--- src/rvseed_div_pkg.sv ---
package rvseed_div_pkg;

    // bit 0 selects a signed op, bit 1 selects the remainder
    typedef logic [1:0] div_op_t;

    localparam div_op_t op_divu = 2'b00;
    localparam div_op_t op_div  = 2'b01;
    localparam div_op_t op_remu = 2'b10;
    localparam div_op_t op_rem  = 2'b11;

    // per-op flags that travel beside the array data
    typedef struct packed {
        logic want_rem;      // pick remainder instead of quotient
        logic neg_quot;      // operand signs differ
        logic neg_rem;       // signed op with negative dividend
        logic div_zero;      // divisor was zero
        logic overflow;      // most negative value / -1
        logic dividend_sign; // raw msb of the dividend
        logic spare;         // reserved, kept at zero
    } div_ctrl_t;

endpackage
--- src/div_ctrl_pipe.sv ---
module div_ctrl_pipe
    import rvseed_div_pkg::*;
#(
    parameter int DEPTH = 32
) (
    input  logic      clk,
    input  logic      rstn,
    input  logic      in_valid,
    input  div_ctrl_t in_ctrl,
    output logic      out_valid,
    output div_ctrl_t out_ctrl
);

    logic [DEPTH-1:0] valid_q;
    div_ctrl_t        ctrl_q [DEPTH];

    always_ff @(posedge clk or negedge rstn) begin
        if (!rstn) begin
            valid_q <= '0;
        end else begin
            valid_q <= {valid_q[DEPTH-2:0], in_valid};
        end
    end

    // flags move only together with a live op
    always_ff @(posedge clk) begin
        if (in_valid) begin
            ctrl_q[0] <= in_ctrl;
        end
        for (int s = 1; s < DEPTH; s++) begin
            if (valid_q[s-1]) begin
                ctrl_q[s] <= ctrl_q[s-1];
            end
        end
    end

    assign out_valid = valid_q[DEPTH-1];
    assign out_ctrl  = ctrl_q[DEPTH-1];

endmodule

--- config.mk ---
export PLATFORM = sky130hd
export DESIGN_NAME = div_ctrl_pipe
export DESIGN_NICKNAME = d
export VERILOG_FILES = /design/src/rvseed_div_pkg.sv /design/src/div_ctrl_pipe.sv
export SDC_FILE = /design/constraint.sdc
export NUM_CORES = 1
export LEC_CHECK = 0
export BUFFER_PORTS_ARGS = -buffer_cell sky130_fd_sc_hd__clkbuf_2
export CAP_MARGIN = 30
export CORE_MARGIN = 4
export CORE_UTILIZATION = 55
export CTS_BUF_LIST = sky130_fd_sc_hd__clkbuf_8
export CTS_CLUSTER_SIZE = 30
export DETAILED_ROUTE_END_ITERATION = 10
export PLACE_DENSITY_LB_ADDON = 0.08
export RECOVER_POWER = 50
export SYNTH_ARGS = -nofsm -noshare
export SYNTH_HDL_FRONTEND = slang
export SYNTH_SLANG_ARGS = --single-unit
export TNS_END_PERCENT = 20
--- constraint.sdc ---
create_clock -name clk -period 2.3 [get_ports clk]
set_input_delay 0.115 -clock clk [delete_from_list [all_inputs] [get_ports clk]]
set_output_delay 0.115 -clock clk [all_outputs]
set_load 0.02 [all_outputs]
==> results.txt <==
The number of fill cells is slightly below 900. The routability-driven placement congestion ratio came out at ~0.65. The design area came out at approximately 0.0086 sq mm. The critical path is of the flop to primary output type.

The final antenna-violating net count came out at 0. The top fanout value on the critical path came out at 1. Across the VDD grid, the largest voltage drop is roughly 530 uV. Clock tree synthesis found a total of between 200 and 300 sinks. The repair_antennas step left the layout with diodes totalling 0. The most used flip-flop cell after synthesis is sky130_fd_sc_hd__edfxtp_1.

Among all stages on the critical path, the largest delay is contributed by sky130_fd_sc_hd__edfxtp_1. Once detailed placement completed, the half-perimeter wirelength came to between 4000 and 5000 um. The clock tree skew after final layout is ~0.012 ns. The floorplan die width is 125.4 um. After clock tree synthesis, the repair step resized 0 gates. The total placed cells including tap cells came out at 450. The clock tree root driver cell is sky130_fd_sc_hd__clkbuf_8. The clock latency at the later pin of the worst-skew pair came out at approximately 0.51 ns.

For the worst setup path, the data arrival time is between 1 and 1.5 ns. The area of the mapped netlist is approximately 0.0076 sq mm. The die span in y came out at 125.4 um.

Summed over all layers, the routed wires come to between 8000 and 9000 um. The worst relative slew slack is 0.3552. In this run the post-CTS setup repair buffer count came out at 0. The number of buffer and inverter instances along the worst setup path is 1.

The number of global-route vias before repair is 2735. The number of max-cap violations came out at 0. The net count reported at finish came out at approximately 330. In the final routed layout, each cell accounts on average for roughly 17 um.

By area the synthesized netlist is led by sky130_fd_sc_hd__edfxtp_1 89%, sky130_fd_sc_hd__dfrtp_1 11%, sky130_fd_sc_hd__buf_4 0.69%. Of the available clock period, the critical path in the final layout requires 0.4947. The reported leakage power is just over 3 nW.

The post-synthesis cell count came out at ~260. The number of buffers added on ports came out at 17. The highest clock frequency the design can meet is between 800 and 900 MHz. The path type of the worst min-delay path is input pin to flop. Among cell families on the critical path, the largest total delay comes from flip-flops. The total clock buffers created by CTS came out at 39. After floorplanning, the core was divided into 42 placement rows.

Summed over all failing endpoints, the final setup total negative slack is 0 ns. The largest single stage delay on the critical path is approximately 0.36 ns. TritonCTS built the clock tree.

The top-level I/O count came out at 18. The area growth from synthesis to layout is 13.77%. The flow ran to the end, and the final reports show no timing, DRC or antenna violations.

The largest total area in the synthesized netlist belongs to sky130_fd_sc_hd__edfxtp_1. The synthesis warning total is 0. Setup repair after global routing left no endpoint under its margin. The number of DRC markers after the initial detailed-route iteration came out at 143. The share of synthesized flip-flops with an asynchronous set or reset came out at 0.1250. The via density per instance came out at 4.792.

When the netlist entered floorplanning its net count stood at around 270. Among all cell types in the netlist, the one instantiated most often is sky130_fd_sc_hd__edfxtp_1. STA classifies the critical path endpoint as a primary output. The area of combinational cells with multiple inputs came out at 0 sq um. The fraction of final layout cells sized beyond drive strength 1 came out at 0.1841. In the global route stage, overall resource usage came out at 0.1167. The floorplan step defined a die boundary enclosing 0.01572 sq mm.

The post-cts hold buffer count is 9. For this configuration, the core starts out at a cell density of 0.5679. The synthesized design contains 256 register bits. The total number of vias is ~2500. A synthesized cell averages 28.82 sq um. The standard cell area after detailed placement came out at roughly 0.0078 sq mm.

The commonest cells after synthesis are 224 x sky130_fd_sc_hd__edfxtp_1, 32 x sky130_fd_sc_hd__dfrtp_1, 7 x sky130_fd_sc_hd__buf_4. The deepest clock path buffer count came out at 3. The initial antenna violation count came out at 0.

The first-pass GRT wire length is 14000 um. The number of slew-limit violations in the final report is 0. The count of placed standard cells in the final layout, fillers left out came out at approximately 530. The final setup violation count is 0.

The final number of hold-violating endpoints was 0. Walking the worst path, the cells encountered are clkbuf_2. The clock-pin slew reported for the worst setup and hold paths after clock tree synthesis came out at 0.06 ns. The worst hold-check slack came out at around 0.33 ns. The routed design could run at a clock period as short as roughly 1.1 ns. The number of iterations in the first detailed-routing pass came out at 5. In the routed design, unresolved DRC markers number 0. Of the post-synthesis cell area, the dominant cell type holds 0.8874. The residual overflow from global routing is 0. The post-synthesis sequential area ratio came out at 0.9931. The maximum level of the CTS H-tree is 2. The power density over the cells came out at 981.1 mW/mm^2. The pin count of the biggest net entering global routing is 33. At the pin with the least slew margin, the transition time is approximately 0.97 ns.

The data required time of the worst path came out at between 2 and 2.5 ns. The total area inside the core boundary comes to about 0.013 sq mm. The unique cell type count in the Yosys netlist came out at 3. The total number of multi-input combinational cells came out at 0.

The critical path launch point type is a flop. Yosys mapped a number of flops with a built-in enable equal to 224.
==> final cells by class <==
| class | instances | area [sq um] | share of cell area |
|---|---|---|---|
| sequential | 256 | 7527 | 0.8729 |
| clock buffer | 42 | 578.1 | 0.06703 |
| tap | 176 | 220.2 | 0.02554 |
| timing repair buffer | 27 | 178.9 | 0.02075 |
| clock inverter | 28 | 118.9 | 0.01378 |
==> power breakdown <==
part | switching (W) | internal [W]
Sequential | 0.0000826 | 0.00511
Combinational | 0.0000205 | 0.0000161
Clock | 0.00154 | 0.00169
==> metal layers <==
| layer | GRT usage | up-vias | part of all wire |
|---|---|---|---|
| li1 | - | 1162 | - |
| met1 | 0.1537 | 1279 | 0.44 |
| met2 | 0.1794 | 68 | 0.47 |
| met3 | 0.04264 | 26 | 0.056 |
| met4 | 0.04847 | 0 | 0.025 |
| met5 | 0 | - | 0 |
==> registers in the layout, summed over array words and instances, names as in the netlist <==
signal,flops
valid_q,32
ctrl_q,224
==> stage by stage <==
step / util / power (W) / worst slack [ns]
6_report: 0.6460 / 0.008460 / 1.162
3_3_place_gp: 0.5874 / 0.005309 / 1.453
5_1_grt: 0.6460 / 0.008834 / 1.082
4_1_cts: 0.6463 / 0.008594 / 1.118
2_1_floorplan: - / 0.005269 / 1.533
3_5_place_dp: 0.5874 / 0.005319 / 1.430
==> worst paths after layout <==
| path | slack, ns | from | depth (start not counted) | end |
|---|---|---|---|---|
| max | 1.16 | ctrl_q[1][107]$_DFFE_PP_ | 1 | out_ctrl[2] |
| min | 0.33 | in_ctrl[1] | 2 | ctrl_q[0][1]$_DFFE_PP_ |
| max reg2reg | 1.42 | valid_q[21]$_DFF_PN0_ | 0 | ctrl_q[1][46]$_DFFE_PP_ |
| min reg2reg | 0.41 | ctrl_q[0][85]$_DFFE_PP_ | 0 | ctrl_q[0][92]$_DFFE_PP_ |
| max in group asynchronous | 1.30 | rstn | 3 | valid_q[19]$_DFF_PN0_ |
| min in group asynchronous | 0.37 | rstn | 3 | valid_q[0]$_DFF_PN0_ |
==> cell usage in the layout (no fill, tap or decap), drive strengths merged <==
cell type / instances
clkbuf: 60
clkinv: 9
clkinvlp: 1
dfrtp: 32
dlygate4sd3: 9
edfxtp: 224
inv: 18
==> kinds of logic after synthesis <==
| group | count (synthesis) | synth area share |
|---|---|---|
| DFF | 256 | 0.9931 |
| buffers and inverters | 7 | 0.006933 |
Note: power is estimated with default switching activity, not from simulation.
