<file path="config.mk">
export PLATFORM = sky130hd
export DESIGN_NAME = div_operand_prep
export DESIGN_NICKNAME = d
export VERILOG_FILES = /design/src/rvseed_div_pkg.sv /design/src/div_operand_prep.sv
export SDC_FILE = /design/constraint.sdc
export NUM_CORES = 1
export LEC_CHECK = 0
export BUFFER_PORTS_ARGS = -buffer_cell sky130_fd_sc_hd__buf_2
export CORE_MARGIN = 4
export CORE_UTILIZATION = 44
export DETAILED_ROUTE_END_ITERATION = 16
export PLACE_DENSITY = 0.95
export SETUP_SLACK_MARGIN = 0.02
export SLEW_MARGIN = 30
export SYNTH_ARGS = -nofsm -noshare
export SYNTH_HDL_FRONTEND = slang
export SYNTH_SLANG_ARGS = --single-unit
</file>
<file path="constraint.sdc">
create_clock -name vclk -period 3.5
set_input_delay 0.175 -clock vclk [all_inputs]
set_output_delay 0.175 -clock vclk [all_outputs]
set_load 0.02 [all_outputs]
</file>
<file path="src/rvseed_div_pkg.sv">
package rvseed_div_pkg;

    // bit 0 selects a signed op, bit 1 selects the remainder
    typedef logic [1:0] div_op_t;

    localparam div_op_t op_divu = 2'b00;
    localparam div_op_t op_div  = 2'b01;
    localparam div_op_t op_remu = 2'b10;
    localparam div_op_t op_rem  = 2'b11;

    // per-op flags that travel beside the array data
    typedef struct packed {
        logic want_rem;      // pick remainder instead of quotient
        logic neg_quot;      // operand signs differ
        logic neg_rem;       // signed op with negative dividend
        logic div_zero;      // divisor was zero
        logic overflow;      // most negative value / -1
        logic dividend_sign; // raw msb of the dividend
        logic spare;         // reserved, kept at zero
    } div_ctrl_t;

endpackage
</file>
<file path="src/div_operand_prep.sv">
module div_operand_prep
    import rvseed_div_pkg::*;
#(
    parameter int XLEN = 32
) (
    input  logic [XLEN-1:0] dividend,
    input  logic [XLEN-1:0] divisor,
    input  div_op_t         op,
    output logic [XLEN-1:0] dividend_mag,
    output logic [XLEN-1:0] divisor_mag,
    output div_ctrl_t       ctrl
);

    logic signed_op;
    logic dividend_neg;
    logic divisor_neg;
    logic min_dividend;
    logic minus_one;

    assign signed_op    = op[0];
    assign dividend_neg = signed_op & dividend[XLEN-1];
    assign divisor_neg  = signed_op & divisor[XLEN-1];

    assign min_dividend = dividend == {1'b1, {(XLEN-1){1'b0}}};
    assign minus_one    = &divisor;

    // two's complement magnitudes, min value maps onto itself
    assign dividend_mag = dividend_neg ? ~dividend + 1'b1 : dividend;
    assign divisor_mag  = divisor_neg ? ~divisor + 1'b1 : divisor;

    always_comb begin
        ctrl               = '0;
        ctrl.want_rem      = op[1];
        ctrl.neg_quot      = dividend_neg ^ divisor_neg;
        ctrl.neg_rem       = dividend_neg; // remainder follows dividend sign
        ctrl.div_zero      = divisor == '0;
        ctrl.overflow      = signed_op & min_dividend & minus_one;
        ctrl.dividend_sign = dividend[XLEN-1];
        ctrl.spare         = 1'b0;
    end

endmodule

</file>
==> results of run 1 <==
per-layer routing:
layer | wire [um] | up-vias | part of all wire (%) | GRT usage, %
met4 | 109 | 0 | 1.9 | 6.70
met1 | 2050 | 1023 | 37 | 25.8
met2 | 2770 | 132 | 50 | 43.9
met5 | 0 | - | 0 | 0
met3 | 661 | 10 | 12 | 4.33
li1 | - | 1091 | - | -
cell type report:
class	count	share of cell area, %
inverter	8	1.36
multi-input combinational	205	65.8
tap	46	2.60
timing repair buffer	134	30.3
cells in the mapped netlist, types with 6 or more instances:
library cell / n / area share, %
a21oi_1: 11 / 3.5
a31oi_1: 13 / 5.2
buf_4: 6 / 2.9
clkbuf_1: 8 / 1.9
inv_1: 8 / 1.9
nand2_1: 9 / 2.1
nand4_1: 9 / 3.6
nor2_1: 20 / 4.8
nor3_1: 8 / 2.5
nor4_1: 6 / 2.4
o21ai_0: 9 / 2.9
o31ai_1: 11 / 5.3
o41ai_1: 8 / 4.5
or4_1: 10 / 4.8
xnor2_1: 32 / 18
xor2_1: 27 / 15
power breakdown:
part | internal [W] | leakage [nW] | switching (W) | total [W]
clock | 0 | 0 | 0 | 0
sequential | 0 | 0 | 0 | 0
combinational | 0.000134 | 1.02 | 0.000231 | 0.000365
worst paths after layout:
| kind | cells after the start | endpoint | start | slack (ns) |
|---|---|---|---|---|
| worst min-delay path | 0 | ctrl[6] | op[1] | 0.35 |
| worst max-delay path | 8 | dividend_mag[22] | dividend[0] | 1.13 |
per-stage QoR:
step / area, um^2 / hold slack [ns] / utilization [%]
floorplan: 1570 / 0.430 / -
global placement: 2220 / 0.350 / 65.4
detailed placement: 2220 / 0.350 / 65.4
CTS: 2220 / 0.350 / 65.4
global route: 2220 / 0.350 / 65.4
finish: 2220 / 0.350 / 65.4
critical path, cell delays in order:
cell and delay [ns]:
buf_2 0.13, inv_1 0.06, ha_1 0.15, nor3b_1 0.46
nand4_2 0.36, o41ai_1 0.47, xnor2_1 0.20, buf_2 0.20
cell families (layout without fill, tap and decap cells):
| family | after synthesis | in the layout | synth area share [%] |
|---|---|---|---|
| and+or+nand+nor | 88 | 88 | 34.7 |
| adders and majority gates | 3 | 3 | 2.39 |
| AOI/OAI and AO/OA | 54 | 54 | 22.5 |
| other | 1 | 1 | 0.238 |
| buffers and inverters | 24 | 142 | 7.32 |
| xor gates and xnor gates | 59 | 59 | 32.9 |
cells in the final DEF, fill, tap and decap left out, types with 2 or more instances in the layout:
| master | count |
|---|---|
| buf_2 | 134 |
| nand2_1 | 9 |
| or3_1 | 4 |
| xor2_1 | 27 |
| nor4_1 | 6 |
| o41ai_1 | 8 |
| nor4_2 | 3 |
| inv_1 | 8 |
| ha_1 | 3 |
| a21oi_1 | 11 |
| o21ai_0 | 9 |
| xnor2_1 | 32 |
| a31oi_1 | 13 |
| nand4_1 | 9 |
| nor3_1 | 8 |
| nand4b_1 | 2 |
| o31ai_1 | 11 |
| nor3_2 | 2 |
| nor2_1 | 20 |
| and2_1 | 4 |
| or4_1 | 10 |
==> results.md, run 1 <==
* Final Max Slew Viols at 0
* Static leakage at about 1.0 nW
* Ant diodes at 0
* Setup ws final at 1.13 ns
* Max_slew headroom at 57.9%
* Peak VDD IR at around 110 uV
* IO Port Bufs at 134
* Seq cells at 0
* Multi-input logic area at 0.00146 mm^2
* Post-synthesis cell area at between 0.0015 and 0.002 mm^2
* Period utilisation layout at around two thirds
* Initial antenna violation count at 0
* Global Route Usage Sum at a little under a quarter
* Power density cells at 165 mW/mm^2
* Mean Syn Cell Area at ~6.9 um^2
* WL final at approximately 5600 um
* Dpl ws at 1.18 ns
* Fmax at 422 MHz
* Iter 0 DRT Violations at 112
* Routability Congestion at 0.911
* Clock buffers at 0
* Final non-filler cell total at 393
* Count of cell types in the netlist at 37
* Chip height at 67.8 um
* Final Setup Violations at 0
* Total power draw at 0.000365 W
* DPL Wire Length at roughly 4700 um
* Minimum clock period at 2.37 ns
* Reg area at 0 um^2
* Worst path arrival time at 2.19 ns
* # fillers at about 300
* Largest net degree at the start of global routing at 24
* Via count at approximately 2300
* Unrepaired setup endpoints after global routing: false
* Outcome: finished clean
* Routed WL per cell at 14.2 um
* Vias/cell at ~5.7
* Area Growth Syn to Fin at 40.9%
* Pre-antenna DRT Iters at 4
* # hold bufs at CTS at 0
* Die area at between 0.004 and 0.005 mm^2
* Final TNS setup at 0 ns
* Max Cap Viol at 0
* Total DRC errors in the routed layout at 0
* Critical Path RT at 3.32 ns
* Placed cell count at 393
* Startpoint types: primary input
* Hold Fails Final Rpt at 0
* Post-CTS setup buffers at 0
* Initial Util at a little under half
* Slew @ Worst Pin at 0.625 ns
* First-pass GRT wire length at 8680 um
* Syn nets at 298
* Vias in the first global route at 2116
* Crit-path max FO at 9
* Setup CP Type: in -> out
* Final antenna-violating net count at 0
* DIE WIDTH at 67.8 um
* YS warnings at 0
* Share of cells above drive strength 1 at between 40% and 50%
* Ports at 137
* Post_cts resized at 0
* Remaining Overflow, GRT at 0
* Sequential share of the synthesized area at 0%
* Core Footprint at 0.00339 mm^2
* Critical path capture point type: primary output
* Post-Syn Instances at 229
* # nets final at about 420
* Hold crit path type: in -> out
* FP Rows at 21
No activity file was read; power rests on OpenSTA's default activity.
==> inputs of run 2 (changes only) <==
Settings changed: CORE_UTILIZATION 44 to 40, PLACE_DENSITY 0.95 to 0.88.
Clock period 3.5 ns to 2.22 ns, I/O delays scaled along.
==> results.md, run 2 (same netlist as run 1, synthesis figures left out) <==
* Area Growth Syn to Fin at 44.3%
* Routed WL per cell at 14.2 um
* Chip height at 70.7 um
* Via count at 2270
* DPL Wire Length at 4820 um
* IO Port Bufs at 134
* Die area at 0.00500 mm^2
* WL final at 5710 um
* Clock Power Share at 0%
* Minimum clock period at 2.04 ns
* Crit-path cells: buf_2, or4_4, or3_4, or3_1, nor4_2, buf_2
* Critical hold path startpoint: op[1]
* Reg area at 0 um^2
* Crit-path max FO at 3
* Global Route Usage Sum at 20.9%
* Switching share of power at a little over three fifths
* Iter 0 DRT Violations at 127
* First-pass GRT wire length at 9140 um
* DIE WIDTH at 70.7 um
* Startpoint types: primary input
* Slowest cell on the critical path: or4_4
* Vias/cell at between 5 and 6
* Final TNS setup at 0 ns
* Static leakage at 1.05 nW
* Hold crit path type: in -> out
* WHS Endpoint: ctrl[6]
* Total power draw at 0.000578 W
* Slew @ Worst Pin at between 0.6 and 0.7 ns
* Critical Path RT at 2.11 ns
* Placed cell count at 401
* Period utilisation layout at 92.0%
* Setup CP Type: in -> out
* Seq cells at 0
* Hold Fails Final Rpt at 0
* Pre-antenna DRT Iters at 4
* Worst hold path stage count at 0
* Final non-filler cell total at 401
* Sequential power share at 0%
* Outcome: finished clean
* Final Max Slew Viols at 0
* Total DRC errors in the routed layout at 0
* Largest net degree at the start of global routing at 24
* Final Setup Violations at 0
* Ports at 137
* Critical path capture point type: primary output
* Initial antenna violation count at 0
* Fmax at between 400 and 500 MHz
* Psw at 0.000365 W
* Final antenna-violating net count at 0
* Crit-path most repeated cell: buf_2
* Max Cap Viol at 0
* Vias in the first global route at 2108
* Int Pwr at 0.000213 W
* Clock buffers at 0
* Share of cells above drive strength 1 at a little over two fifths
* Worst path arrival time at 1.93 ns
* Core Footprint at 0.00374 mm^2
* Slowest stage delay, CP at 0.54 ns
* Commonest non-fill, non-tap cell in the layout: buf_2
* # nets final at 424
* # hold bufs at CTS at 0
* Peak VDD IR at 177 uV
* Ant diodes at 0
* Routability Congestion at 0.876
* Max_slew headroom at 55.9%
* Initial Util at 42.0%
* Remaining Overflow, GRT at 0
* Most frequent cells in the layout: buf_2, xnor2_1, xor2_1, nor2_1, a31oi_1
* Power density cells at 255 mW/mm^2
* Unrepaired setup endpoints after global routing: false
* FP Rows at 22
* Logic pwr share at 100.0%
## run 2: worst max-delay path, delay by kind of cell
| family | cells | cell delay, ns |
|---|---|---|
| buf+inv | 2 | 0.33 |
| simple gates | 4 | 1.50 |
## run 2: area by class of cell
class | count | area (um^2)
inverters | 8 | 30.0
well taps | 48 | 60.1
multi-input cells | 205 | 1460
fillers | 356 | 1470
repair buffers | 140 | 716
## run 2: timing repair
action,CTS,global route
endpoints found under the setup margin,0,1
setup buffers,0,0
resized for setup,0,1
## run 2: stage by stage
stage                     setup slack [ns]  util [%]  hold WS (ns)  area, um^2
final                                0.177      60.6         0.222        2270
after CTS                            0.160      60.5         0.222        2260
after global routing                0.0334      60.6         0.222        2270
after floorplan                      0.268         -         0.302        1570
after detailed placement             0.169      60.5         0.222        2260
after global placement               0.179      60.5         0.222        2260
## run 2: routing by layer
layer / global-route usage, % / vias up / part of all wire (%)
met5: 0 / - / 0
met4: 4.80 / 0 / 1.1
met3: 3.69 / 8 / 11
met2: 38.8 / 128 / 50
met1: 24.7 / 1027 / 38
li1: - / 1107 / -
## run 2: how the worst max path moves through the flow
stage,from,endpoint,cells after the start
detailed placement,dividend[26],ctrl[2],6
global placement,dividend[26],ctrl[2],6
floorplan,dividend[26],ctrl[2],4
CTS,dividend[26],ctrl[2],6
finish,dividend[26],ctrl[2],6
global route,dividend[6],dividend_mag[19],6
## run 2: power groups by stage
stage | registers [W] | clock network (W) | logic [W]
2_1_floorplan | 0 | 0 | 0.000340
3_3_place_gp | 0 | 0 | 0.000569
3_5_place_dp | 0 | 0 | 0.000577
4_1_cts | 0 | 0 | 0.000579
5_1_grt | 0 | 0 | 0.000625
6_report | 0 | 0 | 0.000578
==> inputs of run 3 (changes only) <==
--- a/config.mk
+++ b/config.mk
@@ -11,4 +11,6 @@
 export DETAILED_ROUTE_END_ITERATION = 16
 export PLACE_DENSITY = 0.88
+export RECOVER_POWER = 50
+export REMOVE_ABC_BUFFERS = 1
 export SETUP_SLACK_MARGIN = 0.02
 export SLEW_MARGIN = 30
==> constraint.sdc (replaced) <==
create_clock -name vclk -period 2.22
set_input_delay 0.111 -clock vclk [all_inputs]
set_output_delay 0.111 -clock vclk [all_outputs]
set_load 0.005 [all_outputs]
==> results.md, run 3 (same netlist as run 1, synthesis figures left out) <==
* Final Max Slew Viols at 0
* Final antenna-violating net count at 0
* Setup CP Type: in -> out
* Via count at 2281
* IO Port Bufs at 134
* Setup ws final at 0.0928 ns
* Startpoint types: primary input
* Worst path arrival time at 2.02 ns
* Peak VDD IR at 93.6 uV
* Core Footprint at 0.00374 mm^2
* Period utilisation layout at 95.8%
* Dpl ws at around 0.2 ns
* Commonest non-fill, non-tap cell in the layout: buf_2
* Slew @ Worst Pin at roughly 0.75 ns
* Crit-path max FO at 7
* Seq cells at 0
* Outcome: finished clean
* Power density cells at 191 mW/mm^2
* Vias in the first global route at 2157
* First-pass GRT wire length at 9300 um
* Clock buffers at 0
* Area Growth Syn to Fin at 41.8%
* # hold bufs at CTS at 0
* Initial Util at 42.0%
* Die area at 0.00500 mm^2
* DIE WIDTH at 70.7 um
* Initial antenna violation count at 0
* Total DRC errors in the routed layout at 0
* Final TNS setup at 0 ns
* Chip height at 70.7 um
* FP Rows at 22
* Critical path capture point type: primary output
* Most frequent cells in the layout: buf_2, xnor2_1, xor2_1, clkbuf_1, nor2_1
* Reg area at 0 um^2
* Global Route Usage Sum at 21.2%
* Share of cells above drive strength 1 at a little over a third
* Routed WL per cell at 14.3 um
* # fillers at 385
* Remaining Overflow, GRT at 0
* Pre-antenna DRT Iters at 4
* Hold Fails Final Rpt at 0
* Final Setup Violations at 0
* DPL Wire Length at between 4000 and 5000 um
* WL final at between 5000 and 6000 um
* Routability Congestion at 0.970
* Ports at 137
* # nets final at 423
* Largest net degree at the start of global routing at 24
* Fmax at 470 MHz
* Unrepaired setup endpoints after global routing: false
* Max_slew headroom at 49.6%
* Iter 0 DRT Violations at 125
* Static leakage at 0.987 nW
* Minimum clock period at 2.13 ns
* Critical Path RT at 2.11 ns
* Hold crit path type: in -> out
* Max Cap Viol at 0
* Ant diodes at 0
* Vias/cell at between 5 and 6
==> run 3: cell count changes in the layout (fill, tap and decap cells not counted), sizes merged <==
| cell | delta |
|---|---|
| buf | -29 |
| clkbuf | +28 |
==> run 3: layout make-up <==
| cell class | instances | area [um^2] | area share, % |
|---|---|---|---|
| tap | 48 | 60.1 | 2.69 |
| timing repair buffer | 139 | 679 | 30.5 |
| multi-input combinational | 205 | 1460 | 65.5 |
| inverter | 8 | 30.0 | 1.35 |
==> run 3: routing by layer <==
layer  track usage, %  part of all wire, %
met4             6.05                  2.3
met5                0                    0
met1             22.6                   36
met3             4.26                   12
met2             41.3                   50
==> run 3: per-stage QoR <==
step / hold WS, ns / util (%) / area (um^2) / power [W] / instances
floorplan: 0.222 / - / 1490 / 0.000185 / 213
global placement: 0.222 / 60.3 / 2260 / 0.000428 / 400
detailed placement: 0.222 / 60.3 / 2260 / 0.000435 / 400
CTS: 0.222 / 60.3 / 2260 / 0.000437 / 400
global route: 0.222 / 59.6 / 2230 / 0.000471 / 400
finish: 0.222 / 59.6 / 2230 / 0.000426 / 400
==> run 3: timing repair <==
item	in CTS	in global routing
endpoints found under the hold margin	0	0
setup buffers	0	0
endpoints found under the setup margin	0	1
resized for setup	0	1
==> run 3: critical path, stage by stage <==
cell	delay, ns
buf_2	0.13
or4_1	0.63
nor3_1	0.62
a31oi_1	0.20
xor2_1	0.19
buf_2	0.14
==> run 3: power breakdown <==
group          switching [W]  internal (W)
clock                      0             0
sequential                 0             0
combinational       0.000227      0.000199
total               0.000227      0.000199
==> run 3: final timing paths <==
| path | start | end | slack [ns] | cells past startpoint |
|---|---|---|---|---|
| max | divisor[11] | divisor_mag[18] | 0.09 | 6 |
| min | op[1] | ctrl[6] | 0.22 | 0 |
