==> config.mk <==
export PLATFORM = sky130hd
export DESIGN_NAME = div_result_fix
export DESIGN_NICKNAME = d
export VERILOG_FILES = /design/src/rvseed_div_pkg.sv /design/src/div_result_fix.sv
export SDC_FILE = /design/constraint.sdc
export NUM_CORES = 1
export LEC_CHECK = 0
export ABC_AREA = 1
export BUFFER_PORTS_ARGS = -buffer_cell sky130_fd_sc_hd__clkbuf_2
export CORE_UTILIZATION = 50
export CTS_BUF_LIST = sky130_fd_sc_hd__clkbuf_4 sky130_fd_sc_hd__clkbuf_8
export DETAILED_ROUTE_END_ITERATION = 10
export PLACE_DENSITY = 0.9
export SYNTH_ARGS = -nofsm -noshare
export SYNTH_HDL_FRONTEND = slang
export SYNTH_SLANG_ARGS = --single-unit
==> constraint.sdc <==
create_clock -name clk -period 0.8 [get_ports clk]
set_input_delay 0.04 -clock clk [delete_from_list [all_inputs] [get_ports clk]]
set_output_delay 0.04 -clock clk [all_outputs]
set_load 0.05 [all_outputs]
==> src/rvseed_div_pkg.sv <==
package rvseed_div_pkg;

    // bit 0 selects a signed op, bit 1 selects the remainder
    typedef logic [1:0] div_op_t;

    localparam div_op_t op_divu = 2'b00;
    localparam div_op_t op_div  = 2'b01;
    localparam div_op_t op_remu = 2'b10;
    localparam div_op_t op_rem  = 2'b11;

    // per-op flags that travel beside the array data
    typedef struct packed {
        logic want_rem;      // pick remainder instead of quotient
        logic neg_quot;      // operand signs differ
        logic neg_rem;       // signed op with negative dividend
        logic div_zero;      // divisor was zero
        logic overflow;      // most negative value / -1
        logic dividend_sign; // raw msb of the dividend
        logic spare;         // reserved, kept at zero
    } div_ctrl_t;

endpackage
==> src/div_result_fix.sv <==
module div_result_fix
    import rvseed_div_pkg::*;
#(
    parameter int XLEN = 32
) (
    input  logic            clk,
    input  logic            rstn,
    input  logic            in_valid,
    input  logic            arr_rdy,
    input  div_ctrl_t       ctrl,
    input  logic [XLEN-1:0] quot_mag,
    input  logic [XLEN-1:0] rem_mag,
    input  logic [XLEN-1:0] dividend_orig,
    output logic            res_valid,
    output logic [XLEN-1:0] result
);

    logic [XLEN-1:0] quot_signed;
    logic [XLEN-1:0] rem_signed;
    logic [XLEN-1:0] dividend_full;
    logic [XLEN-1:0] quot_fix;
    logic [XLEN-1:0] rem_fix;
    logic [XLEN-1:0] result_d;

    assign quot_signed = ctrl.neg_quot ? ~quot_mag + 1'b1 : quot_mag;
    assign rem_signed  = ctrl.neg_rem ? ~rem_mag + 1'b1 : rem_mag;

    // dividend_orig is the kept magnitude; when its msb differs from the
    // raw sign bit it was negated in prep and gets negated back
    assign dividend_full = (ctrl.dividend_sign ^ dividend_orig[XLEN-1]) ?
                           ~dividend_orig + 1'b1 : dividend_orig;

    always_comb begin
        if (ctrl.div_zero) begin
            quot_fix = '1;
            rem_fix  = dividend_full;
        end else if (ctrl.overflow) begin
            quot_fix = dividend_full; // min value back out
            rem_fix  = '0;
        end else begin
            quot_fix = quot_signed;
            rem_fix  = rem_signed;
        end
        result_d = ctrl.want_rem ? rem_fix : quot_fix;
    end

    always_ff @(posedge clk or negedge rstn) begin
        if (!rstn) begin
            res_valid <= 1'b0;
        end else begin
            res_valid <= in_valid;
        end
    end

    always_ff @(posedge clk) begin
        if (in_valid) begin
            result <= result_d;
        end
    end

    // control pipe and data array must stay in lockstep
    a_valid_sources_agree: assert property (
        @(posedge clk) disable iff (!rstn)
        in_valid == arr_rdy
    ) else $error("control pipe valid and array rdy disagree");

endmodule

==> out/metrics.cfg, run 1 <==
[placed_design]
dp_cells = 1359
portBuffers = 137
placed_area_sq_um = 7810
place.gp.congestion = 1.07
hpwl_mm = 18.2

[clock_network]
clk_path_buf_depth = 2
htreeDepth = 2
tritoncts_num_sinks = 33
clockRootBuffer = clkbuf_8
numCtsBuffers = 5

[status]
status = did not finish
error = [ERROR GRT-0116] Global routing finished with congestion. Check the congestion regions in the DRC Viewer.
stop_stage = global routing

[logic_synthesis]
ys_types = 36
synthTopCellsByCount = nand2_1 (305), nand3_1 (143), nor2_1 (106)
ys.flop_type = edfxtp_1
synth_xor_area_share_pct = 5.98
synth-async-reset-ratio_pct = 3.03
synth_area_sq_um = 4980
synth_compound_area_share_pct = 10.4
ys_seq_area_share_pct = 19.8
synth-simple-area-share_pct = 52.4
synth_cells = 903
avgSynthCellArea_sq_um = 5.51
post_synth_main_area_contributors = nand2_1 (23%), edfxtp_1 (19%), nand3_1 (14%), nor2_1 (8.0%), inv_1 (7.6%)
ys.warnings.count = 0
synthAdderAreaFrac_pct = 0.754
synth.most_common_cell = nand2_1
yosysTopAreaCell = nand2_1
synth_top_family_by_area = simple AND/OR/NAND/NOR gates
synth.net_count = 1013
synth_mux_area_share_pct = 0
ys_seq_elements = 33
synth_edf_count = 32
synth_top_cell_area_share_pct = 23.0

[global_route]
grt_pass1_vias = 11600
grtUsageTotal_pct = 90.0
grt_pass1_wl_mm = 70.0
grt_max_degree = 28
grt.overflow.total = 375

[floorplan]
floorplan.initialDensity_pct = 51.2
rows = 36
dieWidth_um = 102
die_h_um = 102
num_io_pins = 140

per-stage QoR:
step | TNS [ns] | hold WS [ns] | worst slack (ns) | utilization [%]
after global placement | -21.49 | -0.185 | -0.800 | 80.2
after CTS | -15.86 | 0.0350 | -0.487 | 96.8
after detailed placement | -24.00 | -0.184 | -0.860 | 80.2
after floorplan | -10.46 | -0.256 | -0.446 | -
metal layers:
| metal | GRT overflow | global-route usage, % |
|---|---|---|
| met3 | 5 | 72.5 |
| met2 | 250 | 110 |
| met5 | 3 | 38.5 |
| met4 | 106 | 100 |
| met1 | 11 | 85.1 |
cell families after synthesis:
kind of cell | count (synthesis)
fa+ha+maj | 3
compound gates | 97
simple gates | 604
buf+inv | 132
flops | 33
xor+xnor | 34
repair_timing:
action | in CTS
setup endpoints to repair | 64
setup buffers | 18
endpoints found under the hold margin | 1
pin swaps | 99
resized for setup | 313
hold buffers | 1
==> run 2, diff against run 1 <==
--- a/config.mk
+++ b/config.mk
@@ -7,10 +7,9 @@
 export LEC_CHECK = 0
 export ABC_AREA = 1
 export BUFFER_PORTS_ARGS = -buffer_cell sky130_fd_sc_hd__clkbuf_2
-export CORE_UTILIZATION = 50
-export CTS_BUF_LIST = sky130_fd_sc_hd__clkbuf_4 sky130_fd_sc_hd__clkbuf_8
+export CORE_UTILIZATION = 35
 export DETAILED_ROUTE_END_ITERATION = 10
-export PLACE_DENSITY = 0.9
+export PLACE_DENSITY_LB_ADDON = 0.15
 export SYNTH_ARGS = -nofsm -noshare
 export SYNTH_HDL_FRONTEND = slang
 export SYNTH_SLANG_ARGS = --single-unit
==> constraint.sdc (replaced) <==
create_clock -name clk -period 1.05 [get_ports clk]
set_input_delay 0.0525 -clock clk [delete_from_list [all_inputs] [get_ports clk]]
set_output_delay 0.0525 -clock clk [all_outputs]
set_load 0.05 [all_outputs]
==> out/metrics.cfg, run 2 <==
[pwr]
power_per_cell_area_nw_per_um2 = 742
p_leak_uw = 0.00463
ir_drop_uv = 547

[placed_design]
dp_cells = 1422
place.gp.congestion = 0.933
dp_slack_ns = -0.597
portBuffers = 137
hpwl_mm = 17.2

[layout]
fin_nets = 1382
largest_reg_flops = 32
regMostFlops = result
fill_cells = 1203
fin_cells = 1454
seqCellArea_sq_um = 986
multiInputGateArea_sq_um = 4830
top_regs = result: 32 flops, res_valid: 1 flops
syn2layout_area_growth_pct = 93.5
mostFrequentLayoutCell = nand2_1
final_cell_mix = nand2_1 (250), buf_4 (227), clkbuf_2 (115), nand3_1 (94), inv_1 (77)
utilization_pct = 69.4
drive_gt1_share_pct = 51.8

[drt]
drt_iter0_drc = 643
vias = 7355
firstDrtPassIters = 5
wl_per_cell_um = 15.8
vias_per_cell = 5.06
drt-met1-wl_mm = 9.71
totalWireLength_mm = 23.0
ant_nets = 0
wl_met3_mm = 1.51
drc = 0
route.met2.wl_mm = 11.1
highest_layer = met4

[logic_synthesis]
ys.flop_type = edfxtp_1
synthAdderAreaFrac_pct = 0.754
ys_seq_elements = 33
synth-simple-area-share_pct = 52.4
synth.most_common_cell = nand2_1
synth_top_cell_area_share_pct = 23.0
yosysTopAreaCell = nand2_1
avgSynthCellArea_sq_um = 5.51
synth_area_sq_um = 4980
synth_mux_area_share_pct = 0
synth_compound_area_share_pct = 10.4
ys.warnings.count = 0
synth-async-reset-ratio_pct = 3.03
synth_cells = 903
synth.net_count = 1013
synthTopCellsByCount = nand2_1 (305), nand3_1 (143), nor2_1 (106)
synth_xor_area_share_pct = 5.98
post_synth_main_area_contributors = nand2_1 (23%), edfxtp_1 (19%), nand3_1 (14%), nor2_1 (8.0%), inv_1 (7.6%)
synth_edf_count = 32
ys_seq_area_share_pct = 19.8
synth_top_family_by_area = simple AND/OR/NAND/NOR gates
ys_types = 36

[status]
violations = negative setup slack
status = finished, violations left

[floorplan]
rows = 43
die_h_um = 121
dieWidth_um = 121
num_io_pins = 140
floorplan.initialDensity_pct = 35.9
core_area_sq_um = 13900
die_area_sq_um = 14700

[timing]
rsz0062_at_grt = yes
slew_headroom_pct = 66.6
worst_pin_slew_ns = 0.498
setup_violations = 28
fmax_ghz = 0.749
finalMaxSlewViolations = 0
finalCritPeriodShare_pct = 127
fin_crit_ns = 1.34
final-hold-violation-count = 0
timing.hold.ws_ns = 0.0682
finalWorstSetupSlack_ns = -0.285

[worst_setup_path]
worstPathArrival_ns = 1.37
worstSetupStartpointType = input port
cp_slowest_cell = nor2_4
crit_chain = clkbuf_16 -> inv_12 -> ha_4 -> nand3_4 -> nand2_4 -> nand2_4 -> nor2_4 -> nand3_2 -> nand2_2 -> nand2_1 -> nand2_1 -> nand2_1 -> nand2_1 -> nand2_1
crit_buf_inv = 2
crit_fanout = 7
cpMostUsedCell = nand2_1
critPathMaxStageDelay_ns = 0.22
end_kind = register
crit_type = input port to register
crit_family = simple AND/OR/NAND/NOR gates
worstPathRequired_ns = 1.08

[global_route]
grtUsageTotal_pct = 30.3
grt.overflow.total = 0
grt_max_degree = 34
grt_pass1_wl_mm = 34.2
grt_antenna_before_repair = 2
grt_pass1_vias = 6962

[clock_network]
clk_path_buf_depth = 2
cts_tree = done
clockRootBuffer = clkbuf_16
path_clk_slew_ns = 0.06
tritoncts_num_sinks = 33
numCtsBuffers = 5
htreeDepth = 2

[hold_path]
hold_class = input port to async pin

[flow_run]
drv_cap = 0

[run 2: cell families (layout without fill, tap and decap cells)]
group | after synthesis | after routing
flip-flops | 33 | 33
XOR/XNOR | 34 | 34
buffers and inverters | 132 | 501
adder cells (fa/ha/maj) | 3 | 3
AND/OR/NAND/NOR | 604 | 604
AO/OA/AOI/OAI | 97 | 97
other | 0 | 2
[run 2: where the power goes]
part / switching, uW / internal, uW / total (uW) / leakage (uW)
clock: 598 / 861 / 1460 / 0.0000644
sequential: 72.6 / 1630 / 1700 / 0.000325
combinational: 2370 / 1620 / 3990 / 0.00424
[run 2: layout make-up]
| class | count | area share [%] |
|---|---|---|
| multi-input combinational | 738 | 50.2 |
| tap | 180 | 2.34 |
| antenna | 2 | 0.0520 |
| clock inverter | 1 | 0.0390 |
| clock buffer | 6 | 1.34 |
| inverter | 103 | 4.91 |
| sequential | 33 | 10.2 |
| timing repair buffer | 391 | 30.9 |
[run 2: what timing repair did]
action / 4_1_cts / 5_1_grt
gates resized for setup: 175 / 172
setup endpoints to repair: 31 / 32
endpoints found under the hold margin: 1 / 0
setup buffers: 19 / 15
hold buffers: 1 / 0
pin swaps: 73 / 110
gates cloned: 0 / 0
[run 2: per-layer routing]
metal / vias to the layer above / GRT usage, %
li1: 3657 / -
met1: 3369 / 40.3
met2: 289 / 50.8
met3: 40 / 3.29
met4: 0 / 10.5
met5: - / 0
[run 2: per-stage QoR]
step | area [sq um] | power, uW | setup TNS [ns]
floorplan | 5390 | 3470 | -3.31
global placement | 7970 | 5010 | -16.05
detailed placement | 7970 | 5030 | -16.77
CTS | 8970 | 6800 | -2.77
global route | 9630 | 7490 | -6.66
finish | 9630 | 7150 | -4.37
[run 2: worst max path at each step]
| stage | depth (start not counted) | startpoint | to | slack [ns] |
|---|---|---|---|---|
| after global routing | 14 | dividend_orig[1] | result[22]$_DFFE_PP_ | -0.36 |
| after CTS | 14 | dividend_orig[1] | result[30]$_DFFE_PP_ | -0.18 |
| final | 14 | dividend_orig[1] | result[30]$_DFFE_PP_ | -0.29 |
| after detailed placement | 11 | ctrl[1] | result[4]$_DFFE_PP_ | -0.60 |
| after floorplan | 11 | quot_mag[1] | result[18]$_DFFE_PP_ | -0.21 |
| after global placement | 11 | quot_mag[20] | result[31]$_DFFE_PP_ | -0.63 |
No activity file was read; power rests on OpenSTA's default activity.
==> run 3, diff against run 2 <==
--- a/config.mk
+++ b/config.mk
@@ -9,7 +9,6 @@
 export BUFFER_PORTS_ARGS = -buffer_cell sky130_fd_sc_hd__clkbuf_2
 export CORE_UTILIZATION = 35
 export DETAILED_ROUTE_END_ITERATION = 10
-export PLACE_DENSITY_LB_ADDON = 0.15
 export SYNTH_ARGS = -nofsm -noshare
 export SYNTH_HDL_FRONTEND = slang
 export SYNTH_SLANG_ARGS = --single-unit
==> out/metrics.cfg, run 3 (synthesis gave the netlist of run 2 again) <==
[global_route]
grtUsageTotal_pct = 29.4
grt.overflow.total = 0
grt_max_degree = 34
grt_antenna_before_repair = 0
grt_pass1_wl_mm = 33.4
grt_pass1_vias = 6761

[timing]
finalMaxSlewViolations = 0
setup_violations = 30
slew_headroom_pct = 67.8
rsz0062_at_grt = yes
fmax_ghz = 0.751
final-hold-violation-count = 0
fin_crit_ns = 1.33
worst_pin_slew_ns = 0.481
finalCritPeriodShare_pct = 127
finalWorstSetupSlack_ns = -0.282

[layout]
final_cell_mix = nand2_1 (254), buf_4 (245), clkbuf_2 (118), nand3_1 (95), inv_1 (77)
utilization_pct = 70.3
mostFrequentLayoutCell = nand2_1
top_regs = result: 32 flops, res_valid: 1 flops
fin_nets = 1401
drive_gt1_share_pct = 51.4
regMostFlops = result
syn2layout_area_growth_pct = 95.9
largest_reg_flops = 32
antenna_cells = 0
fin_area_sq_um = 9750

[clock_network]
htreeDepth = 2
clockRootBuffer = clkbuf_16
tritoncts_num_sinks = 33
path_clk_slew_ns = 0.07
numCtsBuffers = 5
clk_path_buf_depth = 2
cts_tree = done

[worst_setup_path]
worstPathArrival_ns = 1.37
crit_chain = clkbuf_16 -> inv_12 -> ha_4 -> nand3_4 -> buf_4 -> nor2_1 -> nand3_1 -> nand3_1 -> nand2_1 -> nand2_1 -> nand2_1 -> nand2_1 -> nand2_1
end_kind = register
worstPathRequired_ns = 1.09
crit_fanout = 2
critPathMaxStageDelay_ns = 0.15
cp_slowest_cell = buf_4
crit_path_start = dividend_orig[1]
crit_type = input port to register
worstSetupStartpointType = input port
cpMostUsedCell = nand2_1

[drt]
wl_per_cell_um = 15.6
vias = 7514
firstDrtPassIters = 5
drc = 0
totalWireLength_mm = 22.9
ant_nets = 0
vias_per_cell = 5.10
drt_iter0_drc = 547

[status]
status = finished, violations left
violations = negative setup slack

[placed_design]
place.gp.congestion = 0.917
hpwl_mm = 17.0
portBuffers = 137
placed_area_sq_um = 8070

[floorplan]
floorplan.initialDensity_pct = 35.9
die_h_um = 121
num_io_pins = 140
core_area_sq_um = 13900
dieWidth_um = 121
rows = 43
die_area_sq_um = 14700

[pwr]
ir_drop_uv = 566
power_per_cell_area_nw_per_um2 = 764
p_leak_uw = 0.00471

[flow_run]
drv_cap = 0

[hold_path]
hold_class = input port to async pin

==> run 3: changes by cell type in the layout (fill, tap and decap cells not counted), sizes merged <==
| cell | before | now |
|---|---|---|
| buf | 265 | 280 |
| bufinv | 0 | 1 |
| inv | 101 | 102 |
| diode | 2 | 0 |
| nand2 | 314 | 315 |
| clkinv | 3 | 2 |
| clkbuf | 131 | 134 |
==> run 3: cell type report <==
class | instances | area, sq um
inverters | 103 | 468
clock buffers | 6 | 129
multi-input cells | 739 | 4830
flip-flops and latches | 33 | 986
clock inverters | 2 | 33.8
well taps | 180 | 225
fillers | 1113 | 4130
repair buffers | 409 | 3080
==> run 3: where the power goes <==
part / internal, uW / leakage, uW / total (uW) / switching (uW)
logic: 1640 / 0.00430 / 4010 / 2370
clock network: 1120 / 0.0000785 / 1740 / 627
registers: 1630 / 0.000325 / 1690 / 64.4
total: 4380 / 0.00471 / 7450 / 3060
==> run 3: per-stage QoR <==
| stage | cells | hold slack (ns) | power [uW] | TNS [ns] | worst slack (ns) |
|---|---|---|---|---|---|
| 2_1_floorplan | 903 | -0.243 | 3470 | -3.31 | -0.208 |
| 3_5_place_dp | 1438 | -0.172 | 5040 | -16.80 | -0.686 |
| 5_1_grt | 1472 | 0.0785 | 7750 | -7.27 | -0.365 |
| 4_1_cts | 1455 | 0.0669 | 7070 | -3.42 | -0.206 |
| 3_3_place_gp | 1438 | -0.173 | 5020 | -15.85 | -0.658 |
| 6_report | 1472 | 0.0712 | 7450 | -5.02 | -0.282 |
==> run 3: what timing repair did <==
item | CTS | global route
buffers inserted | 9 | 20
pin swaps | 77 | 104
resized for setup | 161 | 174
hold buffers | 1 | 0
endpoints found under the setup margin | 31 | 31
gates cloned | 1 | 0
hold endpoints to repair | 1 | 0
==> run 3: final timing paths <==
kind	endpoint	slack (ns)	depth (start not counted)
setup / recovery	result[24]$_DFFE_PP_	-0.28	13
hold / removal	res_valid$_DFF_PN0_	0.07	2
max in group asynchronous	res_valid$_DFF_PN0_	0.90	2
min in group clk	res_valid$_DFF_PN0_	0.12	2
==> run 3: critical path, delay by kind of cell <==
kind | cells | cell delay [ns]
adder cells (fa/ha/maj) | 1 | 0.14
buffers and inverters | 3 | 0.34
AND/OR/NAND/NOR | 9 | 0.84
==> run 3: routing by layer <==
| metal | GRT usage (%) | part of all wire [%] |
|---|---|---|
| met1 | 39.6 | 41 |
| met2 | 49.5 | 48 |
| met3 | 2.82 | 7.5 |
| met4 | 8.56 | 3.3 |
| met5 | 0 | 0 |
==> run 4, diff against run 3 <==
--- a/config.mk
+++ b/config.mk
@@ -7,8 +7,11 @@
 export LEC_CHECK = 0
 export ABC_AREA = 1
 export BUFFER_PORTS_ARGS = -buffer_cell sky130_fd_sc_hd__clkbuf_2
+export CORE_ASPECT_RATIO = 0.75
 export CORE_UTILIZATION = 35
+export CTS_CLUSTER_SIZE = 24
 export DETAILED_ROUTE_END_ITERATION = 10
+export PLACE_DENSITY = 0.65
 export SYNTH_ARGS = -nofsm -noshare
 export SYNTH_HDL_FRONTEND = slang
 export SYNTH_SLANG_ARGS = --single-unit
==> out/metrics.cfg, run 4 (synthesis gave the netlist of run 2 again) <==
[status]
status = finished, violations left
violations = negative setup slack

[worst_setup_path]
worst-path-stages = 13
crit_chain = buf_8 -> buf_6 -> nor2_4 -> nand3_4 -> nand2_4 -> nand2_4 -> nor2_4 -> buf_4 -> nand2_2 -> nand2_2 -> a21oi_1 -> o21ai_1 -> nand2_1
crit_family = simple AND/OR/NAND/NOR gates
worstSetupStartpointType = input port
crit_type = input port to register
worstPathRequired_ns = 1.08
cp_slowest_cell = nor2_4
crit_fanout = 7
end_kind = register
critPathMaxStageDelay_ns = 0.19
worstPathArrival_ns = 1.37
crit_buf_inv = 3

[timing]
fmax_ghz = 0.749
worst_pin_slew_ns = 0.318
final-hold-violation-count = 0
fin_crit_ns = 1.33
setup_violations = 30
rsz0062_at_grt = yes
timing.hold.ws_ns = 0.0546
finalMaxSlewViolations = 0
finalWorstSetupSlack_ns = -0.285
slew_headroom_pct = 78.6
finalCritPeriodShare_pct = 127

[drt]
drt_iter0_drc = 531
vias_per_cell = 5.11
drc = 0
wl_per_cell_um = 14.8
totalWireLength_mm = 21.1
firstDrtPassIters = 5
ant_nets = 0
vias = 7286

[layout]
top_regs = result: 32 flops, res_valid: 1 flops
fin_nets = 1361
final_cell_mix = nand2_1 (270), buf_4 (210), nand3_1 (118), clkbuf_2 (118), inv_1 (84)
regMostFlops = result
antenna_cells = 0
fill_cells = 1254
largest_reg_flops = 32
drive_gt1_share_pct = 45.2
syn2layout_area_growth_pct = 79.4
mostFrequentLayoutCell = nand2_1

[clock_network]
cts_tree = done
tritoncts_num_sinks = 33
htreeDepth = 2
clk_path_buf_depth = 2
numCtsBuffers = 5
clockRootBuffer = clkbuf_16
path_clk_slew_ns = 0.05

[global_route]
grtUsageTotal_pct = 28.1
grt.overflow.total = 0
grt_antenna_before_repair = 0
grt_max_degree = 32
grt_pass1_vias = 6778
grt_pass1_wl_mm = 32.7

[placed_design]
hpwl_mm = 16.5
dp_slack_ns = -0.613
portBuffers = 137
place.gp.congestion = 0.930

[floorplan]
rows = 37
floorplan.initialDensity_pct = 36.1
core_area_sq_um = 13800
dieWidth_um = 140
die_h_um = 105
die_area_sq_um = 14700
num_io_pins = 140

[flow_run]
drv_cap = 0

[pwr]
p_leak_uw = 0.00436
power_per_cell_area_nw_per_um2 = 780
ir_drop_uv = 948

[hold_path]
whs_path_depth = 1
hold_class = input port to register

==> run 4: timing repair <==
item / in CTS / in global routing
hold buffers: 1 / 0
pin swaps: 67 / 53
endpoints found under the setup margin: 31 / 31
resized for setup: 119 / 99
endpoints found under the hold margin: 1 / 0
buffers inserted: 14 / 11
==> run 4: worst paths after layout <==
check | slack (ns) | to | start
max | -0.28 | result[18]$_DFFE_PP_ | dividend_orig[2]
min | 0.05 | result[31]$_DFFE_PP_ | in_valid
max in group asynchronous | 0.89 | res_valid$_DFF_PN0_ | rstn
min in group asynchronous | 0.07 | res_valid$_DFF_PN0_ | rstn
==> run 4: where the power goes <==
group / switching [uW] / internal, uW
logic: 2150 / 1460
clock network: 545 / 1110
registers: 70.2 / 1630
==> run 4: per-layer routing <==
metal / wire length [um] / vias up / GRT usage [%]
met5: 0 / - / 0
met4: 482 / 0 / 6.28
met3: 1600 / 39 / 3.50
met2: 9850 / 302 / 47.8
met1: 9180 / 3322 / 37.9
li1: - / 3623 / -
==> run 4: cell type report <==
type | instances | area [sq um] | area share [%]
inverters | 103 | 455 | 5.10
flip-flops and latches | 33 | 986 | 11.0
clock inverters | 2 | 33.8 | 0.378
multi-input cells | 738 | 4350 | 48.7
well taps | 175 | 219 | 2.45
clock buffers | 6 | 129 | 1.44
repair buffers | 370 | 2760 | 30.9
==> run 4: through the flow <==
step	setup TNS, ns	power [uW]	std cells	utilization (%)	cell area, sq um
after floorplan	-3.31	3470	903	-	5390
after global placement	-14.90	4830	1395	56.4	7780
after detailed placement	-16.06	4870	1395	56.4	7780
after CTS	-3.43	6760	1417	62.0	8550
after global routing	-6.93	7320	1427	64.7	8930
final	-4.60	6970	1427	64.7	8930
